$ cat config.mk
export PLATFORM = sky130hd
export DESIGN_NAME = rv_subset_core
export DESIGN_NICKNAME = d
export VERILOG_FILES = /design/src/hw/rv_subset_pkg.sv /design/src/hw/instr_decoder.sv /design/src/hw/exec_unit.sv /design/src/hw/reg_file.sv /design/src/hw/fetch_sequencer.sv /design/src/hw/rv_subset_core.sv
export SDC_FILE = /design/constraint.sdc
export NUM_CORES = 2
export LEC_CHECK = 0
export BUFFER_PORTS_ARGS = -buffer_cell sky130_fd_sc_hd__buf_2
export CAP_MARGIN = 30
export CORE_ASPECT_RATIO = 0.75
export CORE_MARGIN = 5
export CORE_UTILIZATION = 50
export CTS_CLUSTER_DIAMETER = 150
export DETAILED_ROUTE_END_ITERATION = 10
export PLACE_DENSITY = 0.66
export SLEW_MARGIN = 20
export SYNTH_ARGS = -nofsm -noshare
export SYNTH_HDL_FRONTEND = slang
export SYNTH_SLANG_ARGS = --single-unit
$ cat constraint.sdc
create_clock -name clk_i -period 8.1 [get_ports clk_i]
set_input_delay 0.405 -clock clk_i [delete_from_list [all_inputs] [get_ports clk_i]]
set_output_delay 0.405 -clock clk_i [all_outputs]
set_load 0.01 [all_outputs]
$ cat src/hw/rv_subset_pkg.sv
package rv_subset_pkg;

  //////////////////////////////////////////////////////////////////////
  // widths and reset values
  //////////////////////////////////////////////////////////////////////

  // data and address width
  localparam int xlen = 32;
  // register index width
  localparam int reg_addr_w = 5;
  // pc after reset
  localparam logic [xlen-1:0] boot_addr = 32'h0000_0000;

  //////////////////////////////////////////////////////////////////////
  // encodings of the supported subset
  //////////////////////////////////////////////////////////////////////

  // major opcodes, bits 6:0
  localparam logic [6:0] opcode_alur   = 7'b0110011;
  localparam logic [6:0] opcode_alui   = 7'b0010011;
  localparam logic [6:0] opcode_branch = 7'b1100011;
  localparam logic [6:0] opcode_jal    = 7'b1101111;
  localparam logic [6:0] opcode_jalr   = 7'b1100111;

  // funct3, bits 14:12
  localparam logic [2:0] funct3_add_sub = 3'b000;
  localparam logic [2:0] funct3_or      = 3'b110;
  localparam logic [2:0] funct3_addi    = 3'b000;
  localparam logic [2:0] funct3_beq     = 3'b000;

  // funct7, bits 31:25
  localparam logic [6:0] funct7_sub = 7'b0100000;
  localparam logic [6:0] funct7_or  = 7'b0000000;

  // operations after decode
  typedef enum logic [2:0] {
    op_sub,
    op_or,
    op_addi,
    op_beq,
    op_jal,
    op_jalr,
    op_illegal
  } op_e;

  // decoder output, imm already sign-extended
  typedef struct packed {
    op_e                   op;
    logic [reg_addr_w-1:0] rd;
    logic [reg_addr_w-1:0] rs1;
    logic [reg_addr_w-1:0] rs2;
    logic [xlen-1:0]       imm;
  } decoded_t;

  // execute result for one instruction
  typedef struct packed {
    logic            wb_en;
    logic [xlen-1:0] wb_data;
    logic [xlen-1:0] next_pc;
  } exec_result_t;

  // trace record, 135 bits
  typedef struct packed {
    logic [xlen-1:0]       pc;
    logic [xlen-1:0]       instr;
    logic [reg_addr_w-1:0] rd;
    logic                  wb_en;
    logic [xlen-1:0]       wb_data;
    logic [xlen-1:0]       next_pc;
    logic                  illegal;
  } retire_t;

endpackage

$ cat src/hw/instr_decoder.sv
`timescale 1ns/1ps

module instr_decoder (
  input  logic [rv_subset_pkg::xlen-1:0] instr_i,
  output rv_subset_pkg::decoded_t        dec_o
);
  import rv_subset_pkg::*;

  // fixed fields of the word
  logic [6:0]      opcode;
  logic [2:0]      funct3;
  logic [6:0]      funct7;
  // immediates per format
  logic [xlen-1:0] imm_i;
  logic [xlen-1:0] imm_b;
  logic [xlen-1:0] imm_j;

  assign opcode = instr_i[6:0];
  assign funct3 = instr_i[14:12];
  assign funct7 = instr_i[31:25];

  // i-type takes 12 bits from the top
  assign imm_i = {{20{instr_i[31]}}, instr_i[31:20]};
  // b-type 13-bit offset with lsb always zero
  assign imm_b = {{19{instr_i[31]}}, instr_i[31], instr_i[7], instr_i[30:25],
                  instr_i[11:8], 1'b0};
  // j-type 21-bit offset with lsb always zero
  assign imm_j = {{11{instr_i[31]}}, instr_i[31], instr_i[19:12], instr_i[20],
                  instr_i[30:21], 1'b0};

  always_comb begin
    // register fields sit in the same place for every format
    dec_o.op  = op_illegal;
    dec_o.rd  = instr_i[11:7];
    dec_o.rs1 = instr_i[19:15];
    dec_o.rs2 = instr_i[24:20];
    dec_o.imm = '0;
    case (opcode)
      opcode_alur: begin
        // only sub and or out of the r-type group
        if (funct3 == funct3_add_sub && funct7 == funct7_sub) begin
          dec_o.op = op_sub;
        end else if (funct3 == funct3_or && funct7 == funct7_or) begin
          dec_o.op = op_or;
        end
      end
      opcode_alui: begin
        if (funct3 == funct3_addi) begin
          dec_o.op  = op_addi;
          dec_o.imm = imm_i;
        end
      end
      opcode_branch: begin
        if (funct3 == funct3_beq) begin
          dec_o.op  = op_beq;
          dec_o.imm = imm_b;
        end
      end
      opcode_jal: begin
        dec_o.op  = op_jal;
        dec_o.imm = imm_j;
      end
      opcode_jalr: begin
        // jalr decoded on the opcode alone
        dec_o.op  = op_jalr;
        dec_o.imm = imm_i;
      end
      default: begin
        dec_o.op = op_illegal;
      end
    endcase
  end

endmodule

$ cat src/hw/exec_unit.sv
`timescale 1ns/1ps

module exec_unit (
  input  rv_subset_pkg::decoded_t        dec_i,
  input  logic [rv_subset_pkg::xlen-1:0] pc_i,
  input  logic [rv_subset_pkg::xlen-1:0] rs1_data_i,
  input  logic [rv_subset_pkg::xlen-1:0] rs2_data_i,
  output rv_subset_pkg::exec_result_t    res_o
);
  import rv_subset_pkg::*;

  // shared adders
  logic [xlen-1:0] pc_plus4;
  logic [xlen-1:0] pc_plus_imm;
  logic [xlen-1:0] rs1_plus_imm;
  // beq compare
  logic            src_equal;

  assign pc_plus4     = pc_i + 32'd4;
  assign pc_plus_imm  = pc_i + dec_i.imm;
  assign rs1_plus_imm = rs1_data_i + dec_i.imm;
  assign src_equal    = (rs1_data_i == rs2_data_i);

  always_comb begin
    // default is fall-through with no write
    res_o.wb_en   = 1'b0;
    res_o.wb_data = '0;
    res_o.next_pc = pc_plus4;
    case (dec_i.op)
      op_sub: begin
        res_o.wb_en   = 1'b1;
        res_o.wb_data = rs1_data_i - rs2_data_i;
      end
      op_or: begin
        res_o.wb_en   = 1'b1;
        res_o.wb_data = rs1_data_i | rs2_data_i;
      end
      op_addi: begin
        res_o.wb_en   = 1'b1;
        res_o.wb_data = rs1_plus_imm;
      end
      op_beq: begin
        // branch writes no register
        if (src_equal) begin
          res_o.next_pc = pc_plus_imm;
        end
      end
      op_jal: begin
        res_o.wb_en   = 1'b1;
        res_o.wb_data = pc_plus4;
        res_o.next_pc = pc_plus_imm;
      end
      op_jalr: begin
        res_o.wb_en   = 1'b1;
        res_o.wb_data = pc_plus4;
        // target lsb cleared
        res_o.next_pc = {rs1_plus_imm[xlen-1:1], 1'b0};
      end
      default: begin
        // illegal, retires as a no-op
        res_o.wb_en = 1'b0;
      end
    endcase
  end

endmodule

$ cat src/hw/reg_file.sv
`timescale 1ns/1ps

module reg_file (
  input  logic                                 clk_i,
  input  logic                                 rstn_i,
  input  logic                                 we_i,
  input  logic [rv_subset_pkg::reg_addr_w-1:0] waddr_i,
  input  logic [rv_subset_pkg::xlen-1:0]       wdata_i,
  input  logic [rv_subset_pkg::reg_addr_w-1:0] raddr1_i,
  input  logic [rv_subset_pkg::reg_addr_w-1:0] raddr2_i,
  output logic [rv_subset_pkg::xlen-1:0]       rdata1_o,
  output logic [rv_subset_pkg::xlen-1:0]       rdata2_o
);
  import rv_subset_pkg::*;

  // x0 entry exists but is never written
  logic [xlen-1:0] regs_q [2**reg_addr_w];

  ////////////////////////////////////////////////////////////////////////
  // write port
  ////////////////////////////////////////////////////////////////////////

  always_ff @(posedge clk_i) begin
    if (!rstn_i) begin
      for (int i = 0; i < 2**reg_addr_w; i++) begin
        regs_q[i] <= '0;
      end
    end else if (we_i && waddr_i != '0) begin
      regs_q[waddr_i] <= wdata_i;
    end
  end

  ////////////////////////////////////////////////////////////////////////
  // read ports, combinational
  ////////////////////////////////////////////////////////////////////////

  // index zero forced to zero
  assign rdata1_o = (raddr1_i == '0) ? '0 : regs_q[raddr1_i];
  assign rdata2_o = (raddr2_i == '0) ? '0 : regs_q[raddr2_i];

endmodule

$ cat src/hw/fetch_sequencer.sv
`timescale 1ns/1ps

module fetch_sequencer (
  input  logic                           clk_i,
  input  logic                           rstn_i,
  output logic                           imem_req_o,
  output logic [rv_subset_pkg::xlen-1:0] imem_addr_o,
  input  logic                           imem_ack_i,
  input  logic [rv_subset_pkg::xlen-1:0] imem_rdata_i,
  output logic [rv_subset_pkg::xlen-1:0] instr_o,
  output logic [rv_subset_pkg::xlen-1:0] pc_o,
  input  rv_subset_pkg::decoded_t        dec_i,
  input  rv_subset_pkg::exec_result_t    res_i,
  output logic                           rf_we_o,
  output logic                           retire_valid_o,
  output rv_subset_pkg::retire_t         retire_o
);
  import rv_subset_pkg::*;

  // request: req up, wait for ack
  // release: req down, wait for ack to drop
  // execute: one cycle, write back and load pc
  typedef enum logic [1:0] {st_request, st_release, st_execute} state_e;

  state_e          state_q;
  logic            req_q;
  logic [xlen-1:0] pc_q;
  logic [xlen-1:0] instr_q;
  logic            capture;

  // ack seen while req is up
  assign capture = (state_q == st_request) && req_q && imem_ack_i;

  always_ff @(posedge clk_i) begin
    if (!rstn_i) begin
      state_q <= st_request;
      req_q   <= 1'b0;
      pc_q    <= boot_addr;
    end else begin
      case (state_q)
        st_request: begin
          // first request after reset
          if (!req_q) begin
            req_q <= 1'b1;
          end else if (capture) begin
            req_q   <= 1'b0;
            state_q <= st_release;
          end
        end
        st_release: begin
          if (!imem_ack_i) begin
            state_q <= st_execute;
          end
        end
        st_execute: begin
          // ack already low, next req may go up at once
          pc_q    <= res_i.next_pc;
          req_q   <= 1'b1;
          state_q <= st_request;
        end
        default: begin
          state_q <= st_request;
        end
      endcase
    end
  end

  // instruction word, loaded on the ack edge
  always_ff @(posedge clk_i) begin
    if (capture) begin
      instr_q <= imem_rdata_i;
    end
  end

  assign imem_req_o     = req_q;
  assign imem_addr_o    = pc_q;
  assign instr_o        = instr_q;
  assign pc_o           = pc_q;
  // x0 writes dropped here
  assign rf_we_o        = (state_q == st_execute) && res_i.wb_en && (dec_i.rd != '0);
  assign retire_valid_o = (state_q == st_execute);

  // trace record, wb_en is the write that really happened
  always_comb begin
    retire_o.pc      = pc_q;
    retire_o.instr   = instr_q;
    retire_o.rd      = dec_i.rd;
    retire_o.wb_en   = rf_we_o;
    retire_o.wb_data = res_i.wb_data;
    retire_o.next_pc = res_i.next_pc;
    retire_o.illegal = (dec_i.op == op_illegal);
  end

endmodule

$ cat src/hw/rv_subset_core.sv
`timescale 1ns/1ps

module rv_subset_core (
  input  logic                           clk_i,
  input  logic                           rstn_i,
  output logic                           imem_req_o,
  output logic [rv_subset_pkg::xlen-1:0] imem_addr_o,
  input  logic                           imem_ack_i,
  input  logic [rv_subset_pkg::xlen-1:0] imem_rdata_i,
  output logic                           retire_valid_o,
  output rv_subset_pkg::retire_t         retire_o
);
  import rv_subset_pkg::*;

  // sequencer to datapath
  logic [xlen-1:0] instr;
  logic [xlen-1:0] pc;
  logic            rf_we;
  // datapath back to sequencer
  decoded_t        dec;
  exec_result_t    res;
  logic [xlen-1:0] rs1_data;
  logic [xlen-1:0] rs2_data;

  fetch_sequencer fetch_sequencer_i (
    .clk_i(clk_i), .rstn_i(rstn_i),
    .imem_req_o(imem_req_o), .imem_addr_o(imem_addr_o),
    .imem_ack_i(imem_ack_i), .imem_rdata_i(imem_rdata_i),
    .instr_o(instr), .pc_o(pc), .dec_i(dec), .res_i(res), .rf_we_o(rf_we),
    .retire_valid_o(retire_valid_o), .retire_o(retire_o)
  );

  instr_decoder instr_decoder_i (.instr_i(instr), .dec_o(dec));

  exec_unit exec_unit_i (
    .dec_i(dec), .pc_i(pc), .rs1_data_i(rs1_data), .rs2_data_i(rs2_data), .res_o(res)
  );

  // read addresses straight from decode, write in the execute cycle
  reg_file reg_file_i (
    .clk_i(clk_i), .rstn_i(rstn_i),
    .we_i(rf_we), .waddr_i(dec.rd), .wdata_i(res.wb_data),
    .raddr1_i(dec.rs1), .raddr2_i(dec.rs2),
    .rdata1_o(rs1_data), .rdata2_o(rs2_data)
  );

endmodule

==> impl_metrics.json <==
{
  "skew_ns": 0.0524,
  "placed_area_sq_um": 65800,
  "wl_mm": 220,
  "crit_slowest_cell": "dfxtp_4",
  "yosysSeqAreaShare": 0.522,
  "die_h_um": 316,
  "endpoint_kind": "output port",
  "first_pass_iters": 5,
  "root_buffer": "clkbuf_16",
  "power.density_nw_per_um2": 201,
  "layout_commonest_cell": "nor2_1",
  "synth_edf_count": 1056,
  "syn2layout_area_growth_pct": 11.1,
  "critPathMaxFanout": 29,
  "crit_top_cell": "o21ai_0",
  "dieArea_sq_um": 132000,
  "grt_pass1_vias": 42900,
  "async_flop_share": 0,
  "max_freq_mhz": 128,
  "insertion_delay_ns": 0.76,
  "io_buffers": 203,
  "grt_antenna_before_repair": 4,
  "grt_use_total": 0.328,
  "row_count": 112,
  "worstMarginPinSlew_ns": 1.01,
  "ctsResizeCount": 0,
  "setup_tns_ns": 0,
  "synth_seq_cells": 1101,
  "cts_tree": "done",
  "final_cell_mix": "nor2_1 (1,097), edfxtp_1 (1,056), mux4_2 (623), nand2_1 (215), buf_2 (203)",
  "setup_viol": 0,
  "drt_iter0_drc": 7574,
  "rsz0062_at_grt": "no",
  "start_util": 0.503,
  "final_cell_area_sq_um": 69500,
  "ios": 204,
  "placed_cells": 6302,
  "grt_pass1_wl_mm": 312,
  "htree_levels": 3,
  "syn-instance-count": 4715,
  "slowest_delay_ns": 0.70,
  "grt_overflow": 0,
  "vias": 45200,
  "maxCapViolCount": 0,
  "use_met3": 0.0916,
  "required_ns": 7.70,
  "ys.warnings.count": 0,
  "yosysTopAreaCell": "edfxtp_1",
  "leakagePower_uw": 0.0247,
  "postLayoutCoreUtil": 0.559,
  "synth.area.top_cells": "edfxtp_1 (51%), mux4_2 (22%), nor2_1 (6.6%)",
  "hold_violations": 0,
  "worstSetupPathType": "flip-flop to output port",
  "cp.arrival_ns": 7.41,
  "place_congestion": 0.983,
  "grt-busiest-layer": "met2",
  "avgViaCountPerCell": 6.93,
  "relSlewSlack": 0.329,
  "min_path_type": "input pin to flip-flop",
  "die_x_um": 418,
  "syn_area_per_cell_sq_um": 13.3,
  "post-route-period-util": 0.965,
  "nets": 4947,
  "cts.sinks": 1101,
  "numCtsBuffers": 105,
  "synth_top_area_frac": 0.507,
  "startpoint_type": "flip-flop",
  "clk_transition_reported_paths_ns": 0.06,
  "ys_types": 85,
  "crit_path_cell_trace": "buf_12 > mux4_2 > mux4_2 > mux2_2 > nand2_1 > ha_1 > a2111oi_0 > nand2b_1 > o21ai_0 > a31o_2 > o21ai_0 > a221o_1 > a211oi_1 > o21ai_0 > xor2_1 > a211oi_4 > inv_1 > buf_2",
  "syn_area_sq_um": 62500,
  "cts_buffer_depth": 3,
  "core_sq_um": 124000,
  "grt_max_degree": 87,
  "use_met1": 0.477,
  "outcome": "complete, no violations",
  "drv_slew": 0,
  "fin_cells": 6525,
  "dpl.hpwl_mm": 135,
  "period_minus_slack_ns": 7.81,
  "antenna_left": 0,
  "ys.flop_type": "edfxtp_1",
  "avgRoutedWirePerCell_um": 33.7,
  "drive_gt1_frac": 0.270,
  "use_met2": 0.479,
  "ir_drop_v": 0.000182,
  "drc": 0
}
==> cells in the mapped netlist (49+ instances only) <==
cell type and instances:
ha_1 121, mux4_2 623, a21oi_1 131, xnor2_1 66, xor2_1 49, edfxtp_1 1056, clkbuf_1 326, inv_1 98
nand2_1 277, a21o_1 82, o21ai_0 89, nor2_1 1100
==> per-layer routing <==
metal,share of wire,up-vias
met5,0.00012,-
met4,0.043,4
met3,0.14,519
met2,0.44,3682
met1,0.38,22900
li1,-,18000
==> final cells by class <==
| type | instances | area (sq um) |
|---|---|---|
| antenna | 1 | 2.50 |
| clock buffer | 127 | 2710 |
| clock inverter | 61 | 581 |
| fill | 9883 | 54800 |
| inverter | 104 | 390 |
| multi-input combinational | 3086 | 28200 |
| sequential | 1101 | 32600 |
| tap | 1653 | 2070 |
| timing repair buffer | 392 | 2830 |
==> registers in the layout, summed over array words and instances, names as in the netlist, named ones only <==
| register | flops |
|---|---|
| reg_file_i.regs_q | 1024 |
| fetch_sequencer_i.imem_addr_o | 32 |
| fetch_sequencer_i.instr_o | 32 |
| fetch_sequencer_i.state_q | 2 |
| fetch_sequencer_i.imem_req_o | 1 |
==> final timing paths <==
kind                                                                 from                                        end  slack, ns  cells after the start
worst max-delay path                                            flip-flop                               retire_o[62]       0.29                     18
worst min-delay path                                               rstn_i  fetch_sequencer_i.imem_req_o$_SDFFE_PN0P_       0.28                      3
worst max register to register                                  flip-flop    reg_file_i.regs_q[16][29]$_SDFFCE_PN0P_       0.95                     18
worst min register to register  fetch_sequencer_i.imem_req_o$_SDFFE_PN0P_  fetch_sequencer_i.state_q[0]$_SDFFE_PN0P_       0.55                      2
==> timing repair <==
item | 4_1_cts | 5_1_grt
setup buffers | 0 | 1
setup endpoints to repair | 0 | 1
hold buffers | 33 | 0
hold endpoints to repair | 44 | 0
==> per-stage QoR <==
stage               hold slack [ns]  total power [uW]  setup slack (ns)
detailed placement            0.536              9090              1.02
global placement              0.521              9070              1.15
global route                  0.283             14400            0.0228
finish                        0.279             14000             0.287
CTS                           0.204             13900             0.207
floorplan                     0.442              8260              1.26
==> power breakdown <==
group,switching [uW],leakage (uW),internal [uW]
Combinational,1390,0.0118,1050
Sequential,183,0.0112,6420
Clock,2310,0.00158,2590
Total,3880,0.0247,10100
==> worst max-delay path, delay by kind of cell, from the launching register on <==
family | cells | cell delay (ns)
buf+inv | 3 | 0.57
mux | 3 | 1.49
compound gates | 8 | 3.05
flops | 1 | 0.70
simple gates | 2 | 0.27
fa+ha+maj | 1 | 0.36
xor+xnor | 1 | 0.21
==> cell families (layout without fill, tap and decap cells) <==
family / count (synthesis) / count (layout) / share of synthesized area
buffers and inverters: 559 / 684 / 0.0372
other: 1 / 33 / 0.0000600
flip-flops: 1101 / 1101 / 0.522
adder cells (fa/ha/maj): 124 / 124 / 0.0249
AO/OA/AOI/OAI: 537 / 537 / 0.0591
multiplexers: 696 / 696 / 0.238
AND/OR/NAND/NOR: 1582 / 1582 / 0.103
XOR/XNOR: 115 / 115 / 0.0161
(Power assumes the default switching activity.)
